<file path="src/cache_cfg_pkg.sv">
`default_nettype none

package cache_cfg_pkg;

    // Geometry
    localparam int num_ways       = 4;
    localparam int num_sets       = 64;
    localparam int line_bits      = 128;
    localparam int word_bits      = 32;
    localparam int addr_bits      = 32;   // CPU byte address width

    localparam int words_per_line = line_bits / word_bits;

    // Address split widths
    localparam int offset_bits    = $clog2(line_bits / 8);  // Byte offset in a line
    localparam int word_sel_bits  = $clog2(words_per_line);
    localparam int index_bits     = $clog2(num_sets);
    localparam int tag_bits       = addr_bits - index_bits - offset_bits;
    localparam int way_bits       = $clog2(num_ways);

    // Register block
    localparam int csr_addr_bits  = 2;
    localparam int cnt_bits       = 16;   // Hit and miss counter width

endpackage

`default_nettype wire

</file>
<file path="src/cache_types_pkg.sv">
`default_nettype none

package cache_types_pkg;

    import cache_cfg_pkg::*;

    typedef logic [way_bits-1:0]   way_idx_t;
    typedef logic [index_bits-1:0] set_idx_t;
    typedef logic [tag_bits-1:0]   tag_t;
    typedef logic [word_bits-1:0]  word_t;

    // Word k sits at bits [32k+31:32k]
    typedef logic [line_bits-1:0]  line_t;

    // Tag array payload
    typedef struct packed {
        logic valid;
        tag_t tag;
    } tag_entry_t;

    typedef enum logic [2:0] {
        st_idle,
        st_compare,
        st_fetch,       // Line read from memory
        st_fill,
        st_write_mem,   // Write-through of one word
        st_respond,
        st_flush
    } ctrl_state_t;

    // Register map
    typedef enum logic [csr_addr_bits-1:0] {
        csr_ctrl   = 2'd0,  // Bit 0 enable, bit 1 flush
        csr_hits   = 2'd1,
        csr_misses = 2'd2
    } csr_reg_e;

endpackage

`default_nettype wire

</file>
<file path="src/cache_csr.sv">
`timescale 1ns/1ps
`default_nettype none

module cache_csr import cache_cfg_pkg::*, cache_types_pkg::*; (
    input  wire logic                     clk_i,
    input  wire logic                     rst_n,
    input  wire logic                     csr_we,
    input  wire logic [csr_addr_bits-1:0] csr_addr,
    input  wire word_t                    csr_wdata,
    output word_t                         csr_rdata,
    output logic                          cache_on,
    output logic                          flush_req,
    input  wire logic                     flush_ack,
    input  wire logic                     hit_pulse,
    input  wire logic                     miss_pulse
);

    logic                enable_q;
    logic                flush_q;
    logic [cnt_bits-1:0] hits_q;
    logic [cnt_bits-1:0] misses_q;
    csr_reg_e            reg_sel;

    assign reg_sel = csr_reg_e'(csr_addr);

    always_ff @(posedge clk_i or negedge rst_n) begin
        if (!rst_n) begin
            enable_q <= 1'b1;  // Cache comes up enabled
            flush_q  <= 1'b0;
        end else begin
            if (flush_ack) begin
                flush_q <= 1'b0;
            end
            if (csr_we && reg_sel == csr_ctrl) begin
                enable_q <= csr_wdata[0];
                if (csr_wdata[1]) begin
                    flush_q <= 1'b1;
                end
            end
        end
    end

    // Saturating counters, a write clears
    always_ff @(posedge clk_i or negedge rst_n) begin
        if (!rst_n) begin
            hits_q   <= '0;
            misses_q <= '0;
        end else begin
            if (csr_we && reg_sel == csr_hits) begin
                hits_q <= '0;
            end else if (hit_pulse && hits_q != '1) begin
                hits_q <= hits_q + 1'b1;
            end
            if (csr_we && reg_sel == csr_misses) begin
                misses_q <= '0;
            end else if (miss_pulse && misses_q != '1) begin
                misses_q <= misses_q + 1'b1;
            end
        end
    end

    always_comb begin
        case (reg_sel)
            csr_ctrl:   csr_rdata = {{(word_bits-2){1'b0}}, flush_q, enable_q};
            csr_hits:   csr_rdata = word_t'(hits_q);
            csr_misses: csr_rdata = word_t'(misses_q);
            default:    csr_rdata = '0;
        endcase
    end

    assign cache_on  = enable_q;
    assign flush_req = flush_q;

endmodule

`default_nettype wire

</file>
<file path="config.mk">
export PLATFORM = sky130hd
export DESIGN_NAME = cache_csr
export DESIGN_NICKNAME = d
export VERILOG_FILES = /design/src/cache_cfg_pkg.sv /design/src/cache_types_pkg.sv /design/src/cache_csr.sv
export SDC_FILE = /design/constraint.sdc
export NUM_CORES = 1
export LEC_CHECK = 0
export BUFFER_PORTS_ARGS = -buffer_cell sky130_fd_sc_hd__clkbuf_2
export CAP_MARGIN = 20
export CORE_ASPECT_RATIO = 0.8
export CORE_MARGIN = 8
export CORE_UTILIZATION = 45
export DETAILED_ROUTE_END_ITERATION = 16
export PLACE_DENSITY_LB_ADDON = 0.12
export SLEW_MARGIN = 20
export SYNTH_ARGS = -nofsm -noshare
export SYNTH_HDL_FRONTEND = slang
export SYNTH_SLANG_ARGS = --single-unit
</file>
<file path="constraint.sdc">
create_clock -name clk_i -period 2.07 [get_ports clk_i]
set_input_delay 0.1035 -clock clk_i [delete_from_list [all_inputs] [get_ports clk_i]]
set_output_delay 0.1035 -clock clk_i [all_outputs]
set_load 0.03 [all_outputs]
</file>
After elaboration in Yosys (flattened, before gate mapping)
Cells that the tools add are included.

storage, ports and cells
  output and inout bits = 34
  word-level logic and storage cells = 26
  input port bits = 40
  register bits after elaboration = 34

cells by class
  mux-type cells = 8
  equal/unequal tests = 4
  reduce and logical (&&, ||, !) cells = 8
  add/subtract/negate cells = 2

operators with widths
  cell                                                              count
  16-bit two-way mux                                                4
  16-bit one-hot mux with 3 select lines                            1
  16-bit by 1-bit adder with 16-bit output (second input constant)  2
  16-bit != test (second input constant)                            2
  1-bit logical AND                                                 5
  2-bit nonzero test                                                2
  1-bit two-way mux                                                 3
  2-bit by 1-bit == test with 1-bit output (second input constant)  1
  2-bit == test (second input constant)                             1
  2-bit zero test                                                   1

Logic depth before layout (Yosys ltp)
  depth in word-level cells = 4
  depth in mapped cells = 6

Least setup slack after synthesis
No wires, ideal clock.

  path type = register to register
  start = reg misses_q[0]
  end = reg misses_q[14]
  required time = 1.993 ns
  setup slack = 0.397 ns
  path buffers = 1
  arrival time = 1.595 ns
  library setup time = 0.077 ns
  cell stages (with the launch flop) = 7
  cells stage by stage = dfrtp_1 ha_1 and3_1 clkbuf_2 nand4_1 or4_1 a21oi_1

on the way
  word-level cells in the longest chain between the ends = 3
  elaborated cells between the ends (all ways) = 6

RTL lines
  element                                                                     RTL line                          source
  from (decl)                                                                 cache_csr.sv:21                   logic [cnt_bits-1:0] misses_q;
  from (signal assigned)                                                      cache_csr.sv:57                   misses_q <= misses_q + 1'b1;
  16-bit by 1-bit adder with 16-bit output or 16-bit != test (tied branches)  cache_csr.sv:57, cache_csr.sv:56
  16-bit two-way mux or 1-bit logical AND (tied branches)                     cache_csr.sv:56                   end else if (miss_pulse && misses_q != '1) begin
  16-bit two-way mux or 2-bit nonzero test (tied branches)                    n/a

Several ways; a longest one is shown, not always the timed one. The select of a mux whose other input is x is not followed.
A chain may end at the register's enable or synchronous reset.

Final worst setup path
  start = reg misses_q[0]
  end = reg misses_q[12]

Same word-level chain as after synthesis.

==> flow_summary_export.csv <==
group,metric,value,unit
clock_tree,h-tree-depth,2,
place,placed_cells,339,
floorplanning,die_h,79.2,um
yosys,synth.area.top_cells,"dfrtp_1 (37%), buf_4 (5.3%), a21oi_1 (5.1%)",
clock_tree,cts_buffers,5,
cells_and_area,drive_gt1_share,19.9,%
floorplanning,die_w,95.0,um
detailed_routing,drc,0,
yosys,yosysWarnings,0,
floorplanning,fp.coreArea,4920,um2
yosys,syn_area_per_cell,8.89,um2
clock_tree,cts_tree,"yes",
yosys,ys_seq_elements,34,
yosys,yosys.area_share.xor_xnor,0,%
run_status,status,"complete, no violations",
worst_setup_path,crit_required,2280,ps
yosys,synth_fa_ha_area_share,1.11,%
floorplanning,rows,23,
grt,first_global_vias,1984,
min_path,holdCritStartpoint,"csr_wdata[1]",
detailed_routing,drt_wl_total,5860,um
min_path,min_to,"flush_req$_DFF_PN0_",
yosys,synth.cell_area,2250,um2
yosys,synth_common_cells,"dfrtp_1 (33), a21oi_1 (23), o21ai_0 (19)",
yosys,synth_top_family_by_area,"simple AND/OR/NAND/NOR gates",
worst_setup_path,ff2ff_setup_slack,200,ps
min_path,whs_path_depth,3,
min_path,min_path_type,"in2reg",
yosys,ys.flop_type,"dfrtp_1",
yosys,synth_most_common_cell,"dfrtp_1",
floorplanning,initial_utilization,45.7,%
place,gp_congestion,0.852,
detailed_routing,drt_iter0_markers,104,
yosys,synth_top_area_share,36.7,%
clock_tree,cts-root-buf,"clkbuf_8",
yosys,synth_top_cell_by_area,"dfrtp_1",
worst_setup_path,path_max_fanout,6,
timing,tightest_slew,877,ps
grt,grt_usage,16.5,%
worst_setup_path,reg2regPathDepth,5,
timing,rsz0062_at_grt,"false",
worst_setup_path,path_class,"reg2reg",
power,fin_total_pwr,1.64,mW
run,max_cap_viol_count,0,
grt,grt_antenna_before_repair,0,
timing,finalHoldViolCount,0,
place,io_buffers,27,
yosys,synth.distinct_cells,50,
timing,finalSetupTns,0,ps
cells_and_area,fin_cells,348,
cells_and_area,antennaDiodeCount,0,
yosys,synthCells,253,
timing,maxSlewViolCount,0,
yosys,async_flop_share,100,%
power,powerDensity,650,nW/um2
detailed_routing,routedWlPerCell,16.8,um
detailed_routing,first_pass_iters,4,
worst_setup_path,cp.arrival,2080,ps
yosys,synth_edf_count,0,
place,place_area,2420,um2
yosys,muxShareOfSynthArea,2.28,%
clock_tree,insertion_delay,290,ps
cells_and_area,final_area,2510,um2
yosys,seq_area_frac_synth,37.9,%
grt,grt_max_degree,35,
timing,hold_ws,29.1,ps
cells_and_area,layout.nets,328,
grt,gr-total-overflow,0,
clock_tree,cts_resized,0,
detailed_routing,via_count,2090,
floorplanning,ios,74,
worst_setup_path,crit_path_end_kind,"flip-flop",
yosys,synth_compound_area_share,21.9,%
detailed_routing,drtAntennaViolNets,0,
worst_setup_path,rr_startpoint,"misses_q[0]$_DFFE_PN0P_",
worst_setup_path,start_kind,"flip-flop",
clock_tree,cts_sinks,34,
timing,finClkSkew,4.02,ps
detailed_routing,via_per_inst,6.01,
timing,period_minus_slack,1870,ps
clock_tree,clkTransAtPathRegs,70,ps
floorplanning,die-area,7530,um2
clock_tree,clock_path_buffers,2,
timing,fin_crit_sh,90.3,%
place,post-dp-hpwl,4350,um
power,ir_drop,0.463,mV
timing,relSlewSlack,41.6,%
power,leakage,1.12,nW
yosys,synth-simple-area-share,27.4,%
grt,grt_first_pass_wirelength,9800,um
cells_and_area,area_growth,11.9,%
timing,setup-violations-final,0,
timing,fmax,535,MHz
worst_setup_path,r2r-end,"misses_q[12]$_DFFE_PN0P_",
==> cell type report <==
type / instances / area (um2)
Tap cell: 62 / 77.6
Inverter: 7 / 26.3
Multi-Input combinational cell: 198 / 1240
Clock buffer: 7 / 76.3
Fill cell: 490 / 2410
Sequential cell: 34 / 852
Timing Repair Buffer: 40 / 238
==> critical path, cell delays in order (launching register included) <==
cell	delay [ps]
dfrtp_1	430
ha_1	270
nand3_1	170
or3_4	420
and4bb_2	330
mux2i_1	180
==> through the flow <==
step                worst slack, ps  util [%]
floorplan                       397         -
global placement                241      49.1
detailed placement              224      49.1
CTS                             213      51.1
global route                   46.7      51.1
finish                          201      51.1
==> layer usage <==
metal	global-route usage [%]	routed length (um)
met2	22.7	2340
met4	7.62	119
met1	23.0	2960
met3	4.71	443
met5	0	0
==> power breakdown <==
group	switching, mW	total, mW	internal, mW
clock network	0.233	0.464	0.231
registers	0.0752	0.803	0.728
logic	0.245	0.367	0.122
total	0.553	1.64	1.08
==> cell families after synthesis <==
group                      after synthesis
DFF                                     34
AOI/OAI and AO/OA                       76
adders and majority gates                2
muxes                                    5
and+or+nand+nor                         99
other                                    1
buffers and inverters                   36
==> flip-flops by register name, indices dropped and copies added, names as in the netlist <==
name and count:
cache_on 1, flush_req 1, hits_q 16, misses_q 16
==> how the worst max path moves through the flow <==
stage,start,endpoint,slack (ps),cells after the start
after floorplan,misses_q[0]$_DFFE_PN0P_,misses_q[14]$_DFFE_PN0P_,400,6
after global placement,misses_q[0]$_DFFE_PN0P_,misses_q[12]$_DFFE_PN0P_,240,5
after detailed placement,misses_q[0]$_DFFE_PN0P_,misses_q[12]$_DFFE_PN0P_,220,5
after CTS,misses_q[0]$_DFFE_PN0P_,misses_q[12]$_DFFE_PN0P_,210,5
after global routing,hits_q[0]$_DFFE_PN0P_,hits_q[15]$_DFFE_PN0P_,50,5
final,misses_q[0]$_DFFE_PN0P_,misses_q[12]$_DFFE_PN0P_,200,5
==> cells in the final DEF, fill, tap and decap left out, drive strengths merged, types with 4 or more instances in the layout <==
cell type / instances
a31oi: 4
buf: 11
clkbuf: 34
nand4: 13
nand2: 15
conb: 16
a21oi: 23
or3: 10
and4: 5
nand3: 13
nor3: 4
o31ai: 5
nor2: 12
a22o: 14
dfrtp: 33
and3: 7
inv: 7
or4: 6
o21ai: 19
mux2i: 4
==> timing repair <==
item,in CTS,in global routing
endpoints found under the hold margin,34,0
hold buffers,2,0
setup buffers,0,0
(Power assumes the default switching activity.)
