--- src/cache_cfg_pkg.sv ---
`default_nettype none

package cache_cfg_pkg;

    // Geometry
    localparam int num_ways       = 4;
    localparam int num_sets       = 64;
    localparam int line_bits      = 128;
    localparam int word_bits      = 32;
    localparam int addr_bits      = 32;   // CPU byte address width

    localparam int words_per_line = line_bits / word_bits;

    // Address split widths
    localparam int offset_bits    = $clog2(line_bits / 8);  // Byte offset in a line
    localparam int word_sel_bits  = $clog2(words_per_line);
    localparam int index_bits     = $clog2(num_sets);
    localparam int tag_bits       = addr_bits - index_bits - offset_bits;
    localparam int way_bits       = $clog2(num_ways);

    // Register block
    localparam int csr_addr_bits  = 2;
    localparam int cnt_bits       = 16;   // Hit and miss counter width

endpackage

`default_nettype wire

--- src/cache_types_pkg.sv ---
`default_nettype none

package cache_types_pkg;

    import cache_cfg_pkg::*;

    typedef logic [way_bits-1:0]   way_idx_t;
    typedef logic [index_bits-1:0] set_idx_t;
    typedef logic [tag_bits-1:0]   tag_t;
    typedef logic [word_bits-1:0]  word_t;

    // Word k sits at bits [32k+31:32k]
    typedef logic [line_bits-1:0]  line_t;

    // Tag array payload
    typedef struct packed {
        logic valid;
        tag_t tag;
    } tag_entry_t;

    typedef enum logic [2:0] {
        st_idle,
        st_compare,
        st_fetch,       // Line read from memory
        st_fill,
        st_write_mem,   // Write-through of one word
        st_respond,
        st_flush
    } ctrl_state_t;

    // Register map
    typedef enum logic [csr_addr_bits-1:0] {
        csr_ctrl   = 2'd0,  // Bit 0 enable, bit 1 flush
        csr_hits   = 2'd1,
        csr_misses = 2'd2
    } csr_reg_e;

endpackage

`default_nettype wire

--- src/cache_ctrl.sv ---
`timescale 1ns/1ps
`default_nettype none

module cache_ctrl import cache_cfg_pkg::*, cache_types_pkg::*; (
    input  wire logic                 clk_i,
    input  wire logic                 rst_n,

    // CPU side
    input  wire logic                 req_valid,
    input  wire logic                 req_write,
    input  wire logic [addr_bits-1:0] req_addr,
    input  wire word_t                req_wdata,
    output logic                      resp_ready,
    output word_t                     resp_rdata,

    // Memory side
    output logic                      mem_read,
    output logic                      mem_write,
    output logic [addr_bits-1:0]      mem_addr,
    output word_t                     mem_wdata,
    input  wire logic                 mem_done,
    input  wire line_t                mem_rdata,

    // Arrays
    output set_idx_t                  set_idx,
    input  wire tag_entry_t           tag_rd [num_ways],
    input  wire line_t                data_rd [num_ways],
    output logic                      tag_we,
    output logic                      data_we,
    output way_idx_t                  wr_way,
    output tag_entry_t                tag_wdata,
    output line_t                     data_wdata,
    output logic                      array_clear,

    // LRU
    output logic                      lru_touch,
    output way_idx_t                  lru_way,
    input  wire way_idx_t             victim_way,

    // CSR block
    input  wire logic                 cache_on,
    input  wire logic                 flush_req,
    output logic                      flush_ack,
    output logic                      hit_pulse,
    output logic                      miss_pulse
);

    localparam int byte_sel_bits = offset_bits - word_sel_bits;

    ctrl_state_t state_q, state_d;

    tag_t                     req_tag;
    logic [word_sel_bits-1:0] word_sel;
    logic                     hit;
    way_idx_t                 hit_way;
    way_idx_t                 way_q;    // Way chosen in compare
    logic                     fill_q;   // Read miss while enabled
    logic                     cmd_q;    // Memory command outstanding
    line_t                    line_q;
    word_t                    rdata_q;
    logic                     mem_ack;

    function automatic word_t get_word(input line_t line, input logic [word_sel_bits-1:0] sel);
        return line[sel*word_bits +: word_bits];
    endfunction

    function automatic line_t put_word(input line_t line, input logic [word_sel_bits-1:0] sel,
                                       input word_t word);
        line_t merged;
        merged = line;
        merged[sel*word_bits +: word_bits] = word;
        return merged;
    endfunction

    assign req_tag  = req_addr[addr_bits-1 -: tag_bits];
    assign set_idx  = req_addr[offset_bits +: index_bits];   // Request held, so set is stable
    assign word_sel = req_addr[byte_sel_bits +: word_sel_bits];

    // Parallel tag compare over the set
    always_comb begin
        hit     = 1'b0;
        hit_way = '0;
        for (int w = 0; w < num_ways; w++) begin
            if (tag_rd[w].valid && tag_rd[w].tag == req_tag) begin
                hit     = 1'b1;
                hit_way = way_idx_t'(w);
            end
        end
    end

    assign mem_ack = cmd_q && mem_done;

    always_comb begin
        state_d = state_q;
        case (state_q)
            st_idle: begin
                if (flush_req) begin
                    state_d = st_flush;  // Flush goes ahead of a waiting request
                end else if (req_valid) begin
                    state_d = st_compare;
                end
            end
            st_compare: begin
                if (req_write) begin
                    state_d = st_write_mem;
                end else if (cache_on && hit) begin
                    state_d = st_respond;
                end else begin
                    state_d = st_fetch;
                end
            end
            st_fetch:     if (mem_ack) state_d = fill_q ? st_fill : st_respond;
            st_fill:      state_d = st_respond;
            st_write_mem: if (mem_ack) state_d = st_respond;
            st_respond:   state_d = st_idle;
            st_flush:     state_d = st_idle;
            default:      state_d = st_idle;
        endcase
    end

    always_ff @(posedge clk_i or negedge rst_n) begin
        if (!rst_n) begin
            state_q <= st_idle;
            fill_q  <= 1'b0;
            cmd_q   <= 1'b0;
        end else begin
            state_q <= state_d;
            if (state_q == st_compare) begin
                fill_q <= cache_on && !hit && !req_write;
            end
            if (mem_read || mem_write) begin
                cmd_q <= 1'b1;
            end else if (mem_done) begin
                cmd_q <= 1'b0;
            end
        end
    end

    always_ff @(posedge clk_i) begin
        if (state_q == st_compare) begin
            way_q   <= hit ? hit_way : victim_way;
            rdata_q <= req_write ? req_wdata : get_word(data_rd[hit_way], word_sel);
        end
        if (state_q == st_fetch && mem_ack) begin
            line_q  <= mem_rdata;
            rdata_q <= get_word(mem_rdata, word_sel);
        end
    end

    // Memory commands are single pulses on state entry
    assign mem_read  = (state_q == st_fetch) && !cmd_q;
    assign mem_write = (state_q == st_write_mem) && !cmd_q;
    assign mem_addr  = (state_q == st_fetch) ?
                       {req_addr[addr_bits-1:offset_bits], {offset_bits{1'b0}}} :
                       {req_addr[addr_bits-1:byte_sel_bits], {byte_sel_bits{1'b0}}};
    assign mem_wdata = req_wdata;

    // Write hit merges in compare, a fill installs in fill
    assign tag_we     = (state_q == st_fill);
    assign data_we    = tag_we || (state_q == st_compare && cache_on && hit && req_write);
    assign wr_way     = tag_we ? way_q : hit_way;
    assign tag_wdata  = '{valid: 1'b1, tag: req_tag};
    assign data_wdata = tag_we ? line_q : put_word(data_rd[hit_way], word_sel, req_wdata);

    assign lru_touch   = tag_we || (state_q == st_compare && cache_on && hit);
    assign lru_way     = wr_way;

    assign array_clear = (state_q == st_flush);
    assign flush_ack   = array_clear;

    assign hit_pulse  = (state_q == st_compare) && cache_on && hit;
    assign miss_pulse = (state_q == st_compare) && cache_on && !hit;

    assign resp_ready = (state_q == st_respond);
    assign resp_rdata = rdata_q;

endmodule

`default_nettype wire

--- config.mk ---
export PLATFORM = sky130hd
export DESIGN_NAME = cache_ctrl
export DESIGN_NICKNAME = d
export VERILOG_FILES = /design/src/cache_cfg_pkg.sv /design/src/cache_types_pkg.sv /design/src/cache_ctrl.sv
export SDC_FILE = /design/constraint.sdc
export NUM_CORES = 1
export LEC_CHECK = 0
export BUFFER_PORTS_ARGS = -buffer_cell sky130_fd_sc_hd__buf_2
export CORE_AREA = 4 4 415 417
export DETAILED_ROUTE_END_ITERATION = 8
export DIE_AREA = 0 0 419 421
export REMOVE_ABC_BUFFERS = 1
export SLEW_MARGIN = 30
export SYNTH_ARGS = -nofsm -noshare
export SYNTH_HDL_FRONTEND = slang
export SYNTH_SLANG_ARGS = --single-unit
--- constraint.sdc ---
create_clock -name clk_i -period 5 [get_ports clk_i]
set_input_delay 0.5 -clock clk_i [delete_from_list [all_inputs] [get_ports clk_i]]
set_output_delay 0.5 -clock clk_i [all_outputs]
set_load 0.1 [all_outputs]
Word level (Yosys, flattened, before mapping)
Index checks and enable logic that the tools add are counted.

word-level totals
  register bits after elaboration = 167
  input bits = 805
  output and inout port bits = 267
  logic and storage cells = 79

operators by class
  $add $sub $neg = 1
  order comparisons = 1
  equality and inequality tests = 13
  shift operators = 4
  muxes and demuxes = 28
  bitwise logic cells = 1
  reduce and logical (&&, ||, !) cells = 25

operator list
  kind                       number
  $mux 128                   3
  $bmux 128 s2               1
  $shiftx 128x8->32          2
  $bwmux 128                 1
  $shift 32x34->128 const A  1
  $shiftx 32x34->128         1
  $mux 32                    3
  $eq 22x22->1               4
  $neg 7->34                 1
  $mux 3                     7
  $logic_and 1x1->1          15
  $pmux 3 s5                 1
  $eq 3x3->1 const B         3
  $mux 2                     4
  $mux 1                     7
  $eq 3x2->1 const B         2
  $mux 4                     1
  $ne 2x2->1 const B         2
  $reduce_bool 2->1          2
  $eq 3x1->1 const B         1
  $ge 3x3->1 const B         1
  $logic_not 1->1            3
  $logic_not 3->1            1
  $logic_or 1x1->1           3
  3 further kinds            3

Depth between registers and ports, before layout
Gate-level depths: netlist (run 1).

  depth in word-level cells = 13
  gate-level depth with buffers = 12
  gate-level depth less buffers = 9

Worst setup path before layout (run 1)
Ideal clock, no wire load.

  kind = input -> output
  from = input port req_addr[13]
  to = output port wr_way[0]
  arrival = 4.932 ns
  data required time = 4.500 ns
  path slack = -0.432 ns
  stages = 10
  buffers on the path = 4
  path through = buf_2 xnor2_2 nand4_1 or4_4 nor2_4 buf_2 buf_1 a21oi_1 o21ai_0 buf_4

between the ends
  word-level cells in the longest chain between the ends = 6
  elaborated cells on any way between the ends = 10
  those cells by class = eq/ne (3); mux (4); reduce/logical (3)

RTL lines
  item                line               source
  start: declaration  cache_ctrl.sv:11   input wire logic [addr_bits-1:0] req_addr,
  $eq 22x22->1        cache_ctrl.sv:84   if (tag_rd[w].valid && tag_rd[w].tag == req_tag) begin
  $logic_and 1x1->1   cache_ctrl.sv:84
  $mux 1              cache_ctrl.sv:84
  $mux 2              cache_ctrl.sv:84
  $mux 2 (*)          cache_ctrl.sv:84
  $mux 2 (*)          cache_ctrl.sv:161  assign wr_way = tag_we ? way_q : hit_way;
  end: declaration    cache_ctrl.sv:30   output way_idx_t wr_way,

Mark *: on every way between the ends. The rest lies on a longest branch, timed or not.

Worst setup path after layout (run 1)
  from = input port req_addr[22]
  to = output port data_wdata[91]

between the ends
  word-level cells in the longest chain between the ends = 11
  elaborated cells on any way between the ends = 15
  those cells by class = eq/ne (3); mux (8); bitwise (1); reduce/logical (3)

RTL lines
  item                                             line               source
  $eq 22x22->1                                     cache_ctrl.sv:84
  $logic_and 1x1->1                                cache_ctrl.sv:84
  $mux 1                                           cache_ctrl.sv:84
  $mux 2                                           cache_ctrl.sv:84
  $mux 2 (*)                                       cache_ctrl.sv:84
  $not 2->3 (not written as such) (*)              cache_ctrl.sv:163  assign data_wdata = tag_we ? line_q : put_word(data_rd[hit_way], word_sel, req_wdata);
  $bmux 128 s2 (*)                                 cache_ctrl.sv:163
  $mux 128 (not written as such) (*) (2 in a row)  cache_ctrl.sv:163
  $bwmux 128 (*)                                   cache_ctrl.sv:71   merged[sel*word_bits +: word_bits] = word;
  $mux 128 (*)                                     cache_ctrl.sv:163
  end: declaration                                 cache_ctrl.sv:32   output line_t data_wdata,

Mark *: on every way between the ends. The rest lies on a longest branch, timed or not. The select of a mux whose other input is x is not followed.

==> key figures, run 1 <==
Timing
  • Unrepaired setup endpoints after global routing: false
  • Tmin final: 4770 ps
  • Final Hold Viols: 0
  • Post-route clock period utilization: 95.4%
  • Slew Limit Fails: 0
  • Final setup margin: 228 ps
  • Setup Skew: 24.6 ps
  • Worst-Margin Slew: 1010 ps
  • Relative slew slack: 32.7%
  • # setup viols final: 0
  • Setup_tns: 0 ps
  • Achievable Freq: 210 MHz

Synth
  • Synth Area in XOR/XNOR: 4.74%
  • Ys Warns: 0
  • Post-synthesis cell type count: 75
  • Multiplexer share of the synthesized area: 14.1%
  • Ys flop type: edfxtp_1
  • Syn_area_per_cell: 8.44 um^2
  • Cell Area, Synth: 17200 um^2
  • Synth area leaders: edfxtp_1 (28%), mux2i_1 (7.8%), o21ai_0 (7.2%)
  • Simple-gate share of the synthesized area: 13.1%
  • Async SR Flop Fraction: 2.99%
  • Synth area leader: edfxtp_1
  • #FFs+latches synth: 167
  • Compound-Gate Fraction of Synth Area: 29.4%
  • Adder-Cell Fraction of Synth Area: 0.363%
  • Largest family of logic cells by synthesized area: compound AO/OA/AOI/OAI gates
  • Top-area cell type share of the netlist area: 28.3%
  • Mapped Cells: 2041
  • Sequential area share after synthesis: 29.0%
  • Number of enable flip-flop cells after synthesis: 162

Floorplanning
  • # IOs: 1072
  • Die height: 421 um
  • Die area: 176000 um^2
  • Starting density of the core: 10.2%
  • Die X: 419 um
  • Site Rows: 151
  • Core area: 169000 um^2

Finish
  • Commonest non-fill, non-tap cell in the layout: buf_2
  • Post-route insts no fill: 5339
  • Storage element area: 4990 um^2
  • Filler cell count: 19100
  • Share of layout cells above drive strength 1: 47.1%
  • Final #Nets: 3877
  • Finished Core Util: 17.0%
  • Area of the multi-input gates: 10800 um^2
  • Most frequent cells in the layout: buf_2 (912), o21ai_0 (246), buf_4 (229)
  • P&R area growth vs syn: 66.6%

Worst setup path
  • Crit-path max cell delay: 610 ps
  • R2R depth: 12
  • Critical path startpoint category: primary input
  • WP depth: 15
  • Worst path top cell family by delay: buffers and inverters
  • Setup Crit Path Kind: primary input to output pin
  • Crit path buf inv count: 7
  • Cell Chain, Critical Path: buf_2 -> buf_12 -> xnor2_1 -> nand4_1 -> buf_4 -> nor4_2 -> buf_12 -> nand2_4 -> buf_4 -> mux2_2 -> o21ai_0 -> a211oi_1 -> buf_4 -> a221o_1 -> buf_12
  • Nature of the critical path endpoint: output pin
  • CP max FO: 23
  • Critical path arrival: 4270 ps
  • CP max-delay cell: a211oi_1
  • Critical Path RT: 4500 ps

Global routing
  • Global route overflow: 0
  • Largest net degree at the start of global routing: 59
  • Vias in the first global route: 22200
  • Gr usage total: 20.3%
  • Wire length of the first global-routing pass: 234 mm
  • Initial antenna violation count: 74

Routing
  • Final WL: 187 mm
  • Post-DRT Antenna Nets: 0
  • Routed length per instance: 35.0 um
  • Routed vias: 23100
  • DR vias/cell: 4.33
  • First-pass DRT Iterations: 5
  • DR iter-0 viols: 2793
  • DRC violations left: 0

Hold path
  • Hold Crit Class: primary input to flop
  • Hold Path Depth: 1

Power
  • Reg power frac: 21.6%
  • Pwr dens: 284 nW/um^2
  • P_leak: 12.1 nW
  • Post-layout power: 8.14 mW
  • Sw power: 4.41 mW
  • Maximum vdd drop: 0.299 mV
  • Switching Share: 54.2%
  • Clock share of power: 18.5%
  • Comb pwr share: 59.9%
  • Int Pwr: 3.73 mW

Status
  • Status: completed

Place
  • Dpl cells: 5265
  • Final Wtd Congestion: 0.955
  • Hpwl dp: 158 mm
  • Place WS: -443 ps
  • Port Buf Inserts: 1048

Clock tree
  • Clock-pin slew on the worst setup and hold paths: 90 ps
  • CTS H-tree lvls: 4
  • Clk_lat worst skew: 550 ps
  • Deepest clock path buffer count: 2
  • Cts bufs inserted: 17
  • CTS tree: done
  • Root Driver: clkbuf_16
  • Clock Sink Count: 167

Run
  • Number of max-cap violations: 0
==> Yosys cell counts (3+ instances only) <==
cell type  instances
a211oi_1          41
a21o_1            24
a21oi_1          223
a221o_1            6
a221oi_1          15
a22oi_1          113
a31oi_1           12
a32o_1             3
a32oi_1           16
buf_1             19
buf_2             48
buf_4             95
buf_6              6
clkbuf_1         122
dfrtp_1            5
edfxtp_1         162
ha_1               5
inv_1             10
mux2_2            31
mux2i_1          134
mux4_2            32
nand2_1           79
nand3_1           18
nand3b_1          37
nand4_1           26
nor2_1           223
nor2b_1            4
nor3_1            32
nor4_1             7
o211ai_1          19
o21ai_0          249
o21ai_1           12
o221ai_1          28
o2bb2ai_1         15
o31a_1            19
o32a_1             4
or2_2              5
or3_1              7
xnor2_1           70
xnor2_2            5
xor2_1            14
==> layout make-up <==
type	instances	share of cell area (%)
Timing Repair Buffer	1296	32.7
Sequential cell	167	17.4
Antenna cell	41	0.358
Clock buffer	18	1.50
Tap cell	2218	9.67
Multi-Input combinational cell	1574	37.7
Inverter	11	0.179
Clock inverter	14	0.475
==> power groups by stage <==
stage	Clock, mW	Sequential [mW]	Combinational (mW)
floorplan	0	2.16	1.96
global placement	0	1.79	4.89
detailed placement	0	1.79	4.90
CTS	1.61	1.76	4.92
global route	1.61	1.77	5.04
finish	1.50	1.76	4.88
==> logic make-up after synthesis <==
| family | Yosys count |
|---|---|
| multiplexers | 199 |
| buffers and inverters | 301 |
| adder cells (fa/ha/maj) | 5 |
| other | 2 |
| flip-flops | 167 |
| XOR/XNOR | 89 |
| AO/OA/AOI/OAI | 813 |
| AND/OR/NAND/NOR | 465 |
==> worst paths after layout <==
| kind | endpoint | start | slack [ps] |
|---|---|---|---|
| max reg2reg | resp_rdata[9]$_DFFE_PP_ | state_q[1]$_DFFE_PN0P_ | 810 |
| min in group asynchronous | state_q[0]$_DFFE_PN0P_ | rst_n | 390 |
| max | data_wdata[91] | req_addr[22] | 230 |
| min | line_q[70]$_DFFE_PP_ | mem_rdata[70] | 150 |
| min reg2reg | fill_q$_DFFE_PN0P_ | fill_q$_DFFE_PN0P_ | 510 |
| max in group asynchronous | cmd_q$_DFFE_PN0P_ | rst_n | 4470 |
==> per-stage QoR <==
stage,hold slack [ps],cell area [um^2]
finish,151,28700
global route,90.0,28600
CTS,61.6,28600
detailed placement,329,28000
global placement,326,27900
floorplan,204,15700
==> routing by layer <==
| layer | track usage (%) | vias to the layer above | share of wire [%] |
|---|---|---|---|
| met5 | 0 | - | 0.048 |
| met4 | 4.92 | 16 | 2.4 |
| met3 | 5.79 | 209 | 9.0 |
| met2 | 34.4 | 1531 | 48 |
| met1 | 25.2 | 11600 | 40 |
| li1 | - | 9801 | - |
==> registers in the layout (all words and copies together) (netlist names) <==
signal / count
cmd_q: 1
fill_q: 1
way_q: 2
line_q: 128
resp_rdata: 32
state_q: 3
==> repair_timing <==
item                                   CTS  global route
endpoints found under the hold margin    5             0
resized for setup                        4             1
setup endpoints to repair                1             1
hold buffers                             1             0
buffers inserted                         0             0
gates cloned                             0             0
Note: power is estimated with default switching activity, not from simulation.
==> inputs of run 2 (changes only) <==
--- a/config.mk
+++ b/config.mk
@@ -6,9 +6,12 @@
 export NUM_CORES = 1
 export LEC_CHECK = 0
 export BUFFER_PORTS_ARGS = -buffer_cell sky130_fd_sc_hd__buf_2
-export CORE_AREA = 4 4 415 417
+export CELL_PAD_IN_SITES_DETAIL_PLACEMENT = 1
+export CELL_PAD_IN_SITES_GLOBAL_PLACEMENT = 2
+export CORE_AREA = 4 4 414 416
 export DETAILED_ROUTE_END_ITERATION = 8
-export DIE_AREA = 0 0 419 421
+export DIE_AREA = 0 0 418 420
+export PLACE_DENSITY_LB_ADDON = 0.1
 export REMOVE_ABC_BUFFERS = 1
 export SLEW_MARGIN = 30
 export SYNTH_ARGS = -nofsm -noshare
==> key figures, run 2 (synthesis results as in run 1) <==
Finish
  • Share of layout cells above drive strength 1: 44.1%
  • P&R area growth vs syn: 58.6%
  • Commonest non-fill, non-tap cell in the layout: buf_2
  • Most frequent cells in the layout: buf_2 (922), o21ai_0 (249), a21oi_1 (223)
  • Largest reg by FF count: line_q
  • Final #Nets: 3724
  • Max FFs per register: 128

Hold path
  • Hold Crit Class: primary input to flop
  • Min-delay src: mem_rdata[118]

Worst setup path
  • Critical path arrival: 4130 ps
  • CP max-delay cell: nor4_2
  • Setup Crit Path Kind: primary input to output pin
  • Critical path startpoint category: primary input
  • Most frequent CP cell: buf_12
  • Crit-path max cell delay: 630 ps
  • Critical Path RT: 4500 ps
  • Cell Chain, Critical Path: buf_2 -> xnor2_1 -> nand4_1 -> nor4_2 -> buf_4 -> nand2_4 -> buf_12 -> mux2_2 -> mux2i_1 -> a21o_1 -> a211oi_1 -> buf_12
  • Worst R2R Start: state_q[1]$_DFFE_PN0P_
  • CP max FO: 70
  • CP Launch Point: req_addr[22]
  • Nature of the critical path endpoint: output pin

Routing
  • Final WL: 177 mm
  • Met1 WL: 71.5 mm
  • DR WL met2: 94.8 mm
  • Max layer used: met5
  • Met3 wire length: 8.75 mm
  • Routed length per instance: 34.4 um
  • DR vias/cell: 4.21
  • Routed vias: 21700
  • DRC violations left: 0
  • Post-DRT Antenna Nets: 0
  • First-pass DRT Iterations: 5
  • DR iter-0 viols: 1259

Run
  • Number of max-cap violations: 0

Global routing
  • Gr usage total: 19.4%
  • Largest net degree at the start of global routing: 71
  • Vias in the first global route: 23400
  • Wire length of the first global-routing pass: 229 mm
  • Initial antenna violation count: 87
  • Global route overflow: 0

Power
  • Int Pwr: 3.64 mW
  • Post-layout power: 7.79 mW
  • Switching Share: 53.3%
  • Pwr dens: 285 nW/um^2
  • P_leak: 11.3 nW
  • Maximum vdd drop: 0.321 mV
  • Clock share of power: 19.2%
  • Reg power frac: 22.5%
  • Comb pwr share: 58.2%
  • Sw power: 4.15 mW

Floorplanning
  • Die height: 420 um
  • Site Rows: 150
  • # IOs: 1072
  • Die area: 176000 um^2
  • Core area: 167000 um^2
  • Starting density of the core: 10.3%
  • Die X: 418 um

Timing
  • # setup viols final: 0
  • Unrepaired setup endpoints after global routing: false
  • Final Hold Viols: 0
  • Slew Limit Fails: 0
  • Achievable Freq: 216 MHz
  • Setup_tns: 0 ps
  • Tmin final: 4630 ps
  • Worst-Margin Slew: 1020 ps
  • Setup Skew: 14.8 ps
  • Relative slew slack: 32.0%
  • Post-route clock period utilization: 92.6%

Place
  • Port Buf Inserts: 1048
  • Final Wtd Congestion: 0.872
  • Hpwl dp: 137 mm

Clock tree
  • Clock Sink Count: 167
  • Cts bufs inserted: 17
  • Hold Buf Count CTS: 1
  • CTS H-tree lvls: 4
  • Clock-pin slew on the worst setup and hold paths: 90 ps
  • Clk_lat worst skew: 550 ps
  • Post-CTS Setup Inserts: 0
  • # resized after CTS: 0
  • Deepest clock path buffer count: 2
  • CTS tree: done
  • Root Driver: clkbuf_16

Status
  • Status: completed
-- run 2: changes by cell type in the layout (fill, tap and decap cells not counted), sizes merged --
cell / before / now
inv: 18 / 11
buf: 1294 / 1141
clkinv: 3 / 9
clkinvlp: 4 / 3
diode: 41 / 24
bufinv: 0 / 2
-- run 2: final cells by class --
class                           instances  area (um^2)
Fill cell                           19700       140000
Tap cell                             2204         2760
Clock buffer                           18          429
Antenna cell                           24         60.1
Inverter                               11         56.3
Clock inverter                         14          135
Sequential cell                       167         4990
Timing Repair Buffer                 1143         8050
Multi-Input combinational cell       1574        10800
-- run 2: power groups by stage --
stage / clock (mW) / sequential, mW / combinational (mW)
floorplan: 0 / 2.16 / 1.96
global placement: 0 / 1.79 / 4.59
detailed placement: 0 / 1.79 / 4.61
CTS: 1.57 / 1.76 / 4.62
global route: 1.61 / 1.77 / 4.72
finish: 1.50 / 1.76 / 4.54
-- run 2: critical path, delay by kind of cell --
| family | cells | cell delay [ps] |
|---|---|---|
| simple gates | 3 | 950 |
| mux | 2 | 650 |
| buf+inv | 4 | 990 |
| xor+xnor | 1 | 180 |
| compound gates | 2 | 710 |
-- run 2: through the flow --
step	util (%)	worst slack [ps]	instances	cell area, um^2	hold WS, ps
after floorplan	-	-4160	1752	15700	204
after global placement	15.9	369	5097	26600	344
after detailed placement	16.0	360	5098	26700	341
after CTS	16.3	347	5131	27300	82.8
after global routing	16.3	327	5138	27300	95.8
final	16.3	368	5155	27300	133
-- run 2: metal layers --
metal,global-route usage [%],vias up
met2,36.8,872
met3,3.59,177
met4,2.87,16
li1,-,9471
met1,22.9,11100
met5,0,-
-- run 2: final timing paths --
check	end	slack (ps)	cells past startpoint
max in group asynchronous	fill_q$_DFFE_PN0P_	4460	2
worst min register to register	fill_q$_DFFE_PN0P_	550	2
worst min-delay path	line_q[118]$_DFFE_PP_	130	1
min in group asynchronous	state_q[0]$_DFFE_PN0P_	380	2
worst max-delay path	data_wdata[24]	370	12
worst max register to register	resp_rdata[15]$_DFFE_PP_	990	10
==> inputs of run 3 (changes only) <==
--- a/config.mk
+++ b/config.mk
@@ -11,7 +11,8 @@
 export CORE_AREA = 4 4 414 416
 export DETAILED_ROUTE_END_ITERATION = 8
 export DIE_AREA = 0 0 418 420
-export PLACE_DENSITY_LB_ADDON = 0.1
+export GPL_TIMING_DRIVEN = 0
+export PLACE_DENSITY = 0.42
 export REMOVE_ABC_BUFFERS = 1
 export SLEW_MARGIN = 30
 export SYNTH_ARGS = -nofsm -noshare
==> key figures, run 3 (synthesis results as in run 1) <==
Global routing
  • Gr usage total: 18.6%
  • Vias in the first global route: 22100
  • Global route overflow: 0
  • Largest net degree at the start of global routing: 59
  • Wire length of the first global-routing pass: 218 mm
  • Initial antenna violation count: 60

Routing
  • DR iter-0 viols: 1639
  • Routed length per instance: 33.1 um
  • DRC violations left: 0
  • Routed vias: 21500
  • DR vias/cell: 4.17
  • Post-DRT Antenna Nets: 0
  • Final WL: 171 mm
  • First-pass DRT Iterations: 5

Power
  • Maximum vdd drop: 0.296 mV
  • Pwr dens: 277 nW/um^2
  • P_leak: 11.2 nW

Floorplanning
  • Starting density of the core: 10.3%
  • Site Rows: 150
  • Die height: 420 um
  • # IOs: 1072
  • Core area: 167000 um^2
  • Die X: 418 um
  • Die area: 176000 um^2

Finish
  • P&R area growth vs syn: 54.2%
  • Area of the multi-input gates: 10900 um^2
  • Finished Cell Area: 26600 um^2
  • Largest reg by FF count: line_q
  • Commonest non-fill, non-tap cell in the layout: buf_2
  • Max FFs per register: 128
  • Final #Nets: 3743
  • Filler cell count: 20000
  • Storage element area: 4990 um^2
  • Share of layout cells above drive strength 1: 44.9%
  • Most frequent cells in the layout: buf_2 (1029), o21ai_0 (243), a21oi_1 (223)

Timing
  • Setup Skew: 18.1 ps
  • Final Hold Viols: 0
  • Setup_tns: 0 ps
  • Tmin final: 4960 ps
  • Post-route clock period utilization: 99.2%
  • Relative slew slack: 38.8%
  • # setup viols final: 0
  • Slew Limit Fails: 0
  • Achievable Freq: 202 MHz
  • Unrepaired setup endpoints after global routing: true
  • Worst-Margin Slew: 918 ps

Hold path
  • Hold Crit Class: primary input to flop
  • Min-delay src: mem_rdata[23]

Place
  • Final Wtd Congestion: 0.823
  • Port Buf Inserts: 1048
  • Hpwl dp: 141 mm
  • Placed cell area: 25600 um^2

Worst setup path
  • Setup Crit Path Kind: primary input to output pin
  • Critical path arrival: 4460 ps
  • CP max FO: 40
  • Worst R2R Start: state_q[1]$_DFFE_PN0P_
  • Nature of the critical path endpoint: output pin
  • Critical Path RT: 4500 ps
  • CP Launch Point: req_addr[29]
  • Critical path startpoint category: primary input

Clock tree
  • Clk_lat worst skew: 520 ps
  • Root Driver: clkbuf_16
  • CTS tree: done
  • Clock Sink Count: 167
  • CTS H-tree lvls: 4
  • Deepest clock path buffer count: 2
  • Clock-pin slew on the worst setup and hold paths: 90 ps
  • Cts bufs inserted: 17

Run
  • Number of max-cap violations: 0

Status
  • Status: completed
run 3: path summary, 6_finish.rpt:
path | to | slack (ps) | cells after the start
worst max-delay path | data_wdata[18] | 40 | 14
worst min-delay path | line_q[23]$_DFFE_PP_ | 160 | 1
worst max register to register | resp_rdata[18]$_DFFE_PP_ | 360 | 14
worst min register to register | fill_q$_DFFE_PN0P_ | 520 | 2
max in group asynchronous | state_q[0]$_DFFE_PN0P_ | 4470 | 2
min in group asynchronous | cmd_q$_DFFE_PN0P_ | 370 | 2
run 3: routing by layer:
metal  part of all wire [%]  wire length [um]  GRT usage [%]  vias to the layer above
li1                       -                 -              -                     9516
met1                     41             70800           22.9                    11000
met2                     52             89400           34.0                      871
met3                    5.1              8800           3.55                      134
met4                    1.2              2000           2.49                       20
met5                  0.074               126              0                        -
run 3: worst max-delay path: stages:
cell     delay, ps
buf_2          420
xnor2_1        180
nand4_1        240
nor4_4         510
buf_2          290
buf_6          160
nand2_4        190
buf_16         260
buf_16         250
mux2i_1        150
a21oi_1        480
mux2i_1        160
o21ai_0        190
buf_4          340
run 3: final cells by class:
class,count,share of cell area [%]
inverter,11,0.259
timing repair buffer,1162,27.2
clock inverter,15,0.565
tap,2204,10.4
multi-input combinational,1574,41.1
clock buffer,17,1.60
sequential,167,18.8
antenna,16,0.151
run 3: what timing repair did:
action                                  in CTS  in global routing
endpoints found under the hold margin        5                  0
endpoints found under the setup margin      86                 26
hold buffers                                 1                  0
pin swaps                                    3                  3
cloned                                       1                  0
setup buffers                               14                  6
gates resized for setup                     25                 14
run 3: through the flow:
stage,utilization (%),worst slack [ps],hold WS (ps),total power [mW],instances
4_1_cts,15.8,-32.7,66.7,7.48,5144
6_report,15.9,37.6,160,7.36,5166
5_1_grt,15.9,-2.28,93.6,7.64,5155
3_5_place_dp,15.3,-703,341,5.89,5096
2_1_floorplan,-,-4160,204,4.12,1752
3_3_place_gp,14.2,-19110,341,5.84,5004
run 3: report_power, final:
group | switching, mW | total (mW) | internal (mW)
clock network | 0.754 | 1.49 | 0.736
registers | 0.0703 | 1.76 | 1.69
logic | 3.25 | 4.11 | 0.866
total | 4.07 | 7.36 | 3.29
